--- src/hdl/MipsIsaPkg.sv ---
`default_nettype none

package MipsIsaPkg;

    // Machine word and register index
    localparam int dataWidth      = 32;
    localparam int regAddrWidth   = 5;
    localparam int regCount       = 1 << regAddrWidth; // Architectural registers

    // Instruction field widths
    localparam int opcodeWidth    = 6;
    localparam int functWidth     = 6;
    localparam int immWidth       = 16; // I-format immediate
    localparam int jumpIndexWidth = 26; // J-format target index

    // Primary opcode, instr[31:26]
    typedef enum logic [opcodeWidth-1:0] {
        rFormat     = 6'b000000, // Register-register ops
        jump        = 6'b000010,
        branchEqual = 6'b000100,
        addi        = 6'b001000,
        loadWord    = 6'b100011,
        storeWord   = 6'b101011
    } opcodeT;

    // R-format funct field, instr[5:0]
    typedef enum logic [functWidth-1:0] {
        functAdd = 6'b100000,
        functSub = 6'b100010,
        functAnd = 6'b100100,
        functOr  = 6'b100101,
        functSlt = 6'b101010  // Signed compare
    } functT;

endpackage

`default_nettype wire

--- src/hdl/MipsCtrlPkg.sv ---
`default_nettype none

package MipsCtrlPkg;

    // Operation class from the main decoder, same bit pattern as ALUOp1/ALUOp0
    typedef enum logic [1:0] {
        addOp   = 2'b00, // Address calc and addi
        subOp   = 2'b01, // Compare for beq
        functOp = 2'b10  // Let funct decide
    } aluOpT;

    // Function actually performed by the ALU
    typedef enum logic [2:0] {
        aluAnd = 3'b000,
        aluOr  = 3'b001,
        aluAdd = 3'b010,
        aluSub = 3'b110,
        aluSlt = 3'b111
    } aluFuncT;

endpackage

`default_nettype wire

--- src/hdl/ControlIf.sv ---
`timescale 1ns/100ps
`default_nettype none

interface ControlIf;
    import MipsCtrlPkg::*;

    logic  regDst;   // Write rd instead of rt
    logic  aluSrc;   // Immediate as ALU operand B
    logic  memToReg; // Write back load data
    logic  regWrite;
    logic  memRead;
    logic  memWrite;
    logic  branch;
    logic  jump;
    aluOpT aluOp;

    modport decoder (
        output regDst, aluSrc, memToReg, regWrite,
        output memRead, memWrite, branch, jump, aluOp
    );

    modport datapath (
        input regDst, aluSrc, memToReg, regWrite,
        input memRead, memWrite, branch, jump, aluOp
    );

endinterface

`default_nettype wire

--- src/hdl/ControlUnit.sv ---
`timescale 1ns/100ps
`default_nettype none

module ControlUnit (
    input  MipsIsaPkg::opcodeT opcode,
    ControlIf.decoder          ctrl
);
    import MipsIsaPkg::*;
    import MipsCtrlPkg::*;

    always_comb begin
        // Everything off by default, so unknown opcodes act as no-ops
        ctrl.regDst   = 1'b0;
        ctrl.aluSrc   = 1'b0;
        ctrl.memToReg = 1'b0;
        ctrl.regWrite = 1'b0;
        ctrl.memRead  = 1'b0;
        ctrl.memWrite = 1'b0;
        ctrl.branch   = 1'b0;
        ctrl.jump     = 1'b0;
        ctrl.aluOp    = addOp;

        case (opcode)
            rFormat: begin
                ctrl.regDst   = 1'b1;
                ctrl.regWrite = 1'b1;
                ctrl.aluOp    = functOp; // Funct picks the operation
            end

            addi: begin
                ctrl.aluSrc   = 1'b1;
                ctrl.regWrite = 1'b1;
            end

            jump: begin
                ctrl.jump = 1'b1; // Rest is don't care
            end

            loadWord: begin
                ctrl.aluSrc   = 1'b1;
                ctrl.memToReg = 1'b1;
                ctrl.regWrite = 1'b1;
                ctrl.memRead  = 1'b1;
            end

            storeWord: begin
                ctrl.regDst   = 1'b1; // Don't care
                ctrl.aluSrc   = 1'b1;
                ctrl.memToReg = 1'b1; // Don't care
                ctrl.memWrite = 1'b1;
            end

            branchEqual: begin
                ctrl.regDst   = 1'b1; // Don't care
                ctrl.memToReg = 1'b1; // Don't care
                ctrl.branch   = 1'b1;
                ctrl.aluOp    = subOp;
            end

            default: ; // Unknown opcode keeps the cleared bundle
        endcase
    end

endmodule

`default_nettype wire

--- src/hdl/AluControl.sv ---
`timescale 1ns/100ps
`default_nettype none

module AluControl (
    input  MipsCtrlPkg::aluOpT                aluOp,
    input  logic [MipsIsaPkg::functWidth-1:0] funct,
    output MipsCtrlPkg::aluFuncT              aluFunc
);
    import MipsIsaPkg::*;
    import MipsCtrlPkg::*;

    always_comb begin
        case (aluOp)
            addOp: aluFunc = aluAdd; // lw, sw, addi
            subOp: aluFunc = aluSub; // beq compares by subtracting
            functOp: begin
                case (functT'(funct))
                    functAdd: aluFunc = aluAdd;
                    functSub: aluFunc = aluSub;
                    functAnd: aluFunc = aluAnd;
                    functOr:  aluFunc = aluOr;
                    functSlt: aluFunc = aluSlt;
                    default:  aluFunc = aluAdd; // Unsupported funct
                endcase
            end
            default: aluFunc = aluAdd;
        endcase
    end

endmodule

`default_nettype wire

--- src/hdl/Alu.sv ---
`timescale 1ns/100ps
`default_nettype none

module Alu (
    input  MipsCtrlPkg::aluFuncT              aluFunc,
    input  logic [MipsIsaPkg::dataWidth-1:0] a,
    input  logic [MipsIsaPkg::dataWidth-1:0] b,
    output logic [MipsIsaPkg::dataWidth-1:0] result,
    output logic                             zero
);
    import MipsIsaPkg::*;
    import MipsCtrlPkg::*;

    logic lessThan;

    assign lessThan = $signed(a) < $signed(b); // Two's complement compare

    always_comb begin
        case (aluFunc)
            aluAnd:  result = a & b;
            aluOr:   result = a | b;
            aluAdd:  result = a + b;
            aluSub:  result = a - b;
            aluSlt:  result = {{(dataWidth-1){1'b0}}, lessThan};
            default: result = a + b;
        endcase
    end

    // Used by beq after a subtract
    assign zero = (result == '0);

endmodule

`default_nettype wire

--- src/hdl/RegisterFile.sv ---
`timescale 1ns/100ps
`default_nettype none

module RegisterFile (
    input  logic                                clock,
    input  logic                                reset,
    input  logic [MipsIsaPkg::regAddrWidth-1:0] readAddrA,
    input  logic [MipsIsaPkg::regAddrWidth-1:0] readAddrB,
    input  logic [MipsIsaPkg::regAddrWidth-1:0] writeAddr,
    input  logic [MipsIsaPkg::dataWidth-1:0]    writeData,
    input  logic                                writeEnable,
    output logic [MipsIsaPkg::dataWidth-1:0]    readDataA,
    output logic [MipsIsaPkg::dataWidth-1:0]    readDataB
);
    import MipsIsaPkg::*;

    logic [dataWidth-1:0] regs [regCount];

    always_ff @(posedge clock) begin
        if (reset) begin
            for (int i = 0; i < regCount; i++) begin
                regs[i] <= '0;
            end
        end else if (writeEnable && (writeAddr != '0)) begin // $zero is read-only
            regs[writeAddr] <= writeData;
        end
    end

    // Asynchronous reads
    assign readDataA = regs[readAddrA];
    assign readDataB = regs[readAddrB];

endmodule

`default_nettype wire

--- src/hdl/MipsCore.sv ---
`timescale 1ns/100ps
`default_nettype none

module MipsCore (
    input  logic                             clock,
    input  logic                             reset,
    output logic [MipsIsaPkg::dataWidth-1:0] instrAddr,
    input  logic [MipsIsaPkg::dataWidth-1:0] instr,
    output logic [MipsIsaPkg::dataWidth-1:0] dataAddr,
    output logic [MipsIsaPkg::dataWidth-1:0] writeData,
    input  logic [MipsIsaPkg::dataWidth-1:0] readData,
    output logic                             memRead,
    output logic                             memWrite
);
    import MipsIsaPkg::*;
    import MipsCtrlPkg::*;

    logic [dataWidth-1:0]      pc;
    logic [dataWidth-1:0]      pcPlus4;
    logic [dataWidth-1:0]      branchTarget;
    logic [dataWidth-1:0]      jumpTarget;
    logic [dataWidth-1:0]      nextPc;
    logic [regAddrWidth-1:0]   rs;
    logic [regAddrWidth-1:0]   rt;
    logic [regAddrWidth-1:0]   rd;
    logic [regAddrWidth-1:0]   writeReg;
    logic [functWidth-1:0]     funct;
    logic [immWidth-1:0]       imm;
    logic [jumpIndexWidth-1:0] jumpIndex;
    logic [dataWidth-1:0]      signImm;
    logic [dataWidth-1:0]      readDataA;
    logic [dataWidth-1:0]      readDataB;
    logic [dataWidth-1:0]      aluB;
    logic [dataWidth-1:0]      aluResult;
    logic [dataWidth-1:0]      writeBack;
    logic                      aluZero;
    logic                      regWriteEn;
    aluFuncT                   aluFunc;

    ControlIf ctrl();

    // Instruction fields
    assign rs        = instr[25:21];
    assign rt        = instr[20:16];
    assign rd        = instr[15:11];
    assign funct     = instr[5:0];
    assign imm       = instr[15:0];
    assign jumpIndex = instr[25:0];
    assign signImm   = {{(dataWidth-immWidth){imm[immWidth-1]}}, imm};

    // Program counter
    always_ff @(posedge clock) begin
        if (reset) begin
            pc <= '0;
        end else begin
            pc <= nextPc;
        end
    end

    assign instrAddr    = pc;
    assign pcPlus4      = pc + 32'd4;
    assign branchTarget = pcPlus4 + {signImm[dataWidth-3:0], 2'b00};
    assign jumpTarget   = {pcPlus4[31:28], jumpIndex, 2'b00}; // Stay in 256 MB region

    always_comb begin
        if (ctrl.jump) begin
            nextPc = jumpTarget;
        end else if (ctrl.branch && aluZero) begin // beq taken
            nextPc = branchTarget;
        end else begin
            nextPc = pcPlus4;
        end
    end

    // Datapath muxes
    assign writeReg  = ctrl.regDst ? rd : rt;
    assign aluB      = ctrl.aluSrc ? signImm : readDataB;
    assign writeBack = ctrl.memToReg ? readData : aluResult;

    // No side effects while in reset
    assign regWriteEn = ctrl.regWrite & ~reset;
    assign memRead    = ctrl.memRead & ~reset;
    assign memWrite   = ctrl.memWrite & ~reset;
    assign dataAddr   = aluResult;
    assign writeData  = readDataB; // sw stores rt

    ControlUnit controlUnit (
        .opcode (opcodeT'(instr[31:26])),
        .ctrl   (ctrl.decoder)
    );

    AluControl aluControl (
        .aluOp   (ctrl.aluOp),
        .funct   (funct),
        .aluFunc (aluFunc)
    );

    Alu alu (
        .aluFunc (aluFunc),
        .a       (readDataA),
        .b       (aluB),
        .result  (aluResult),
        .zero    (aluZero)
    );

    RegisterFile registerFile (
        .clock       (clock),
        .reset       (reset),
        .readAddrA   (rs),
        .readAddrB   (rt),
        .writeAddr   (writeReg),
        .writeData   (writeBack),
        .writeEnable (regWriteEn),
        .readDataA   (readDataA),
        .readDataB   (readDataB)
    );

endmodule

`default_nettype wire

--- config.mk ---
export PLATFORM = sky130hd
export DESIGN_NAME = MipsCore
export DESIGN_NICKNAME = d
export VERILOG_FILES = /design/src/hdl/MipsIsaPkg.sv /design/src/hdl/MipsCtrlPkg.sv /design/src/hdl/ControlIf.sv /design/src/hdl/ControlUnit.sv /design/src/hdl/AluControl.sv /design/src/hdl/Alu.sv /design/src/hdl/RegisterFile.sv /design/src/hdl/MipsCore.sv
export SDC_FILE = /design/constraint.sdc
export NUM_CORES = 2
export LEC_CHECK = 0
export BUFFER_PORTS_ARGS = -buffer_cell sky130_fd_sc_hd__buf_4
export CAP_MARGIN = 20
export CORE_ASPECT_RATIO = 1.25
export CORE_UTILIZATION = 55
export CTS_CLUSTER_SIZE = 30
export DETAILED_ROUTE_END_ITERATION = 10
export GPL_ROUTABILITY_DRIVEN = 0
export PLACE_DENSITY = 0.72
export SYNTH_ARGS = -nofsm -noshare
export SYNTH_HDL_FRONTEND = slang
export SYNTH_SLANG_ARGS = --single-unit
export TNS_END_PERCENT = 5
--- constraint.sdc ---
create_clock -name clock -period 11.3 [get_ports clock]
set_clock_uncertainty 0.2 [all_clocks]
set_input_delay 2.825 -clock clock [delete_from_list [all_inputs] [get_ports clock]]
set_output_delay 2.825 -clock clock [all_outputs]
set_load 0.005 [all_outputs]
### Word-level counts from Yosys, hierarchy flattened

Memory sizes are Yosys's and may differ from the RTL's.
Index checks and enable logic that the tools add are counted.

* register bits: 32
* latch bits: 0
* memory bits (writable): 1024
* memory bits (read-only): 0
* input port bits: 66
* output and inout port bits: 98
* logic and storage cells: 65
* memories: 1

* add/sub/neg operators: 4
* multiply operators: 0
* divide/modulo/power cells: 0
* magnitude comparators: 1
* eq/ne operators: 14
* shift-type cells: 0
* muxes and demuxes: 25
* bitwise operators: 6
* reduce and logical (&&, ||, !) cells: 12

Memories
* registerFile.regs: words 32, width 32, rd ports 2, clocked after Yosys merged registers in 0, wr ports 32, line RegisterFile.sv:17 `logic [dataWidth-1:0] regs [regCount];`

Operators with widths (count)
* two-way mux 32 bit: 5
* one-hot mux 32 bit (4 select lines): 1
* adder 32 bit: 2
* == test 6 bit (second input constant): 6
* adder 32 x 3 -> 32 bit (second input constant): 1
* AND 32 bit: 1
* zero test 32 bit: 1
* less-than comparator 32 bit: 1
* bitwise OR 32 bit: 1
* OR reduction 32 bit: 1
* subtractor 32 bit: 1
* two-way mux 1 bit: 14
* one-hot mux 3 bit (4 select lines): 1
* OR reduction 3 bit: 4
* two-way mux 5 bit: 2
* == test 3 bit (second input constant): 2
* == test 6 x 2 -> 1 bit (second input constant): 1
* == test 6 x 3 -> 1 bit (second input constant): 1
* == test 6 x 4 -> 1 bit (second input constant): 1
* zero test 6 bit: 1
* one-hot mux 3 bit (2 select lines): 1
* nonzero test 5 bit: 1
* one-hot mux 2 bit (2 select lines): 1
* AND 1 bit: 3
* 7 further kinds: 8

### Depth between registers and ports, before layout

* depth after elaboration: 11
* gate-level depth with buffers: 24

### By module

Synthesis repeated with hierarchy kept, for this count alone.

* cell total of the unflattened synthesis: 6086
* area total of the unflattened synthesis: 66229.8 um^2

By module, submodules not included
* RegisterFile: instances 1, cells each 4605, area each 55888.6 um^2, seq. area each 30749.5 um^2
* Alu: instances 1, cells each 890, area each 5771.8 um^2, seq. area each 0.0 um^2
* MipsCore: instances 1, cells each 558, area each 4320.4 um^2, seq. area each 600.6 um^2
* ControlUnit: instances 1, cells each 18, area each 130.1 um^2, seq. area each 0.0 um^2
* AluControl: instances 1, cells each 15, area each 118.9 um^2, seq. area each 0.0 um^2

### Least setup slack after synthesis

No wires, ideal clock.

* path type: input-to-output
* start: input port instr[16] (netlist bit)
* end: output port dataAddr[28] (netlist bit)
* arrival time: 7735 ps
* required time: 8275 ps
* path slack: 540 ps
* cell stages on the path: 19
* path buffers: 3
* cell sequence: clkbuf_1 clkbuf_1 buf_1 mux4_2 mux4_2 nand2_1 nand2_1 mux2i_1 inv_1 ha_1 fa_1 nor2b_1 o31a_1 o2111ai_1 a41oi_1 o21ai_1 o31ai_1 mux2_2 o22ai_1

* longest elaborated chain between the ends: 4

RTL lines
* start: declaration: line MipsCore.sv:8 `input logic [MipsIsaPkg::dataWidth-1:0] instr,`
* memory (32 x 32 bit) (*)
* named net writeData (one bit): line MipsCore.sv:10 `output logic [MipsIsaPkg::dataWidth-1:0] writeData,`
* two-way mux 32 bit (*): line MipsCore.sv:77 `assign aluB = ctrl.aluSrc ? signImm : readDataB;`
* adder 32 bit / subtractor 32 bit (equally long branches): line Alu.sv:22, Alu.sv:25, Alu.sv:23
* one-hot mux 32 bit (4 select lines) (*): line Alu.sv:19 `case (aluFunc)`
* end: declaration: line MipsCore.sv:9 `output logic [MipsIsaPkg::dataWidth-1:0] dataAddr,`

Mark *: on every way through the listed nets, which the timed path passes. The rest lies on a longest branch.

### Worst setup path in the final report

* start: input port instr[16] (netlist bit)
* end: output port dataAddr[16] (netlist bit)

* longest elaborated chain between the ends: 4

RTL lines (line)
* memory (32 x 32 bit) (*)
* two-way mux 32 bit (*): MipsCore.sv:77
* adder 32 bit, or another cell as far along: Alu.sv:22, Alu.sv:25
* one-hot mux 32 bit (4 select lines) (*): Alu.sv:19

Mark *: on every way between the ends. The rest lies on a longest branch, timed or not.

==> reports/qor.yml <==
run_status: "completed"
port_buffers: 161
cpMaxStageDelayCell: "o22ai_1"
worstSkewPairLatency_ns: 0.73
syn_inst: 4603
final_cell_mix: "nor2_1 (1149), edfxtp_1 (1024), mux4_2 (640)"
antenna_left: 0
wl_um: 208000
fin_util_pct: 62.1
worst_pin_slew_ns: 1.09
cp-end-kind: "output pin"
die_y_um: 374
synth_seq_cells: 1054
crit_arrival_ns: 8.12
yosys.area.top_type: "edfxtp_1"
async_reset_ff_share_pct: 0
clk_pin_slew_ns: 0.06
met1_usage_pct: 44.5
fin_crit_sh_pct: 98.6
num_vias: 44734
grt.busiest_layer: "met2"
worst-path-buf-inv: 6
max_freq_mhz: 89.8
grtUsageTotal_pct: 37.1
timing.slew.headroom_pct: 25.8
yosysUniqueCellTypes: 84
min_period_ns: 11.14
rsz0062_at_grt: "false"
floorplan.initialDensity_pct: 55.4
ys_seq_area_share_pct: 51.6
final_common_cell: "nor2_1"
dp_hpwl_um: 131000
cts_buffer_depth: 3
critical_path.top_delay_family: "compound AO/OA/AOI/OAI gates"
post_drt_via_cell_ratio: 7.19
core_mm2: 0.110
cts_setup_buffers: 0
ys_warn_count: 0
p_per_area_mw_per_mm2: 157
cts_tree: "done"
synthToLayoutAreaGrowth_pct: 12.1
fin_tns_setup_ns: 0
power.leakage_uw: 0.0245
drc_errors: 0
gr-usage-met2_pct: 59.7
synthesis.area_mm2: 0.0608
die_area_mm2: 0.112
cp-start-kind: "input pin"
dp_cells: 6029
htree_levels: 3
wl_per_cell_um: 33.4
hold_class: "reg -> reg"
first_global_vias: 44294
hold_buffers: 0
grt_util_met3_pct: 9.61
grt_overflow: 0
grt_antenna_before_repair: 4
grt_max_degree: 64
hold_viol: 0
critPathMaxStageDelay_ns: 0.58
layout-drive-gt1-share_pct: 27.5
cp_max_fo: 37
setup_viol: 0
synth_top_cell_area_share_pct: 50.6
drv_slew: 0
fin_cells: 6218
cts_buffers: 98
clock_sinks: 1054
crit_chain: "buf_12 -> buf_12 -> mux4_2 -> mux4_2 -> nand2_1 -> nand2_1 -> mux2i_1 -> inv_1 -> ha_1 -> nor2b_1 -> nor4_1 -> o2111ai_1 -> o22ai_1 -> buf_4 -> nor2_1 -> a211o_1 -> a21oi_1 -> inv_1 -> buf_4"
final_nets: 4892
drtIter0Drc: 6437
clockRootBuffer: "clkbuf_16"
crit_required_ns: 8.28
cap_violations: 0
synth-edff-count: 1024
crit_type: "in -> out"
netlist_top_cells_area: "edfxtp_1 (51%), mux4_2 (24%), nor2_1 (7.1%), ha_1 (2.7%), clkbuf_1 (2.1%)"
avgSynthCellArea_um2: 13.2
peakVddDrop_mv: 0.198
chipWidth_um: 299
ios: 164
synth_ff_type: "edfxtp_1"
drt_first_pass_iters: 11
grt_first_pass_wirelength_um: 296000
rows: 136
==> flip-flops by register name, indices dropped and copies added (netlist names) <==
register,cells
registerFile.regs,1024
instrAddr,30
==> worst paths after layout <==
kind | start | slack (ns) | end | cells past startpoint
max | instr[16] | 0.16 | dataAddr[16] | 19
min | instrAddr[31] | 0.45 | instrAddr[31] | 3
max reg2reg | registerFile.regs[26][2] | 4.39 | instrAddr[12] | 21
min reg2reg | instrAddr[31] | 0.45 | instrAddr[31] | 3
==> tightest hold or removal path: stages, from the launching register on <==
cell	delay [ns]
dfxtp_1	0.37
xnor2_1	0.10
nand2b_1	0.07
o31ai_1	0.06
==> layout make-up <==
class	count	area (µm²)
clock buffer	118	2570
tap	1449	1810
timing repair buffer	378	3320
inverter	109	414
fill	8024	41600
clock inverter	57	649
sequential	1054	31400
multi-input combinational	3051	28000
antenna	2	5.00
==> metal layers <==
metal	vias to the layer above	part of all wire, %	wire [µm]
met5	-	0.0063	13
met2	4098	48	98800
li1	17631	-	-
met4	2	7.3	15200
met3	943	14	29900
met1	22060	31	63800
==> metrics by stage <==
stage               setup WS [ns]  total power (µW)  hold slack [ns]  area [µm²]
CTS                         0.128             10500            0.457       67900
floorplan                   0.540              6160            0.391       60900
global route               0.0212             10900            0.486       68200
global placement            0.191              7140            0.433       64700
detailed placement          0.128              7190            0.441       64700
finish                      0.160             10700            0.447       68200
==> power breakdown <==
group	leakage, µW	switching [µW]	internal [µW]
clock network	0.00156	1500	1920
registers	0.0108	78.9	4420
logic	0.0122	1780	1020
==> timing repair <==
item	in CTS	in global routing
endpoints found under the setup margin	0	6
hold endpoints to repair	0	0
gates resized for setup	0	6
==> cell usage after synthesis, types with 19 or more instances <==
library cell / instances
nor2b_1: 20
mux2i_1: 54
o21a_1: 19
xnor2_1: 53
dfxtp_1: 30
nor3b_1: 25
o21bai_1: 19
mux4_2: 640
nand2b_1: 50
nor2_1: 1149
inv_1: 108
nand3_1: 30
o211ai_1: 28
nor4_1: 29
nand2_1: 239
clkbuf_1: 345
ha_1: 131
mux2_2: 31
o21ai_0: 95
buf_1: 61
nor3_1: 38
edfxtp_1: 1024
a211oi_1: 21
a21oi_1: 101
==> kinds of logic after synthesis <==
kind of cell               after synthesis  share of synthesized area [%]
buffers and inverters                  531                           3.35
AOI/OAI and AO/OA                      431                           4.69
xor gates and xnor gates                69                          0.994
and+or+nand+nor                       1658                           11.5
DFF                                   1054                           51.6
muxes                                  725                           25.2
other                                    1                        0.00617
adders and majority gates              134                           2.79
Note: power is estimated with default switching activity, not from simulation.
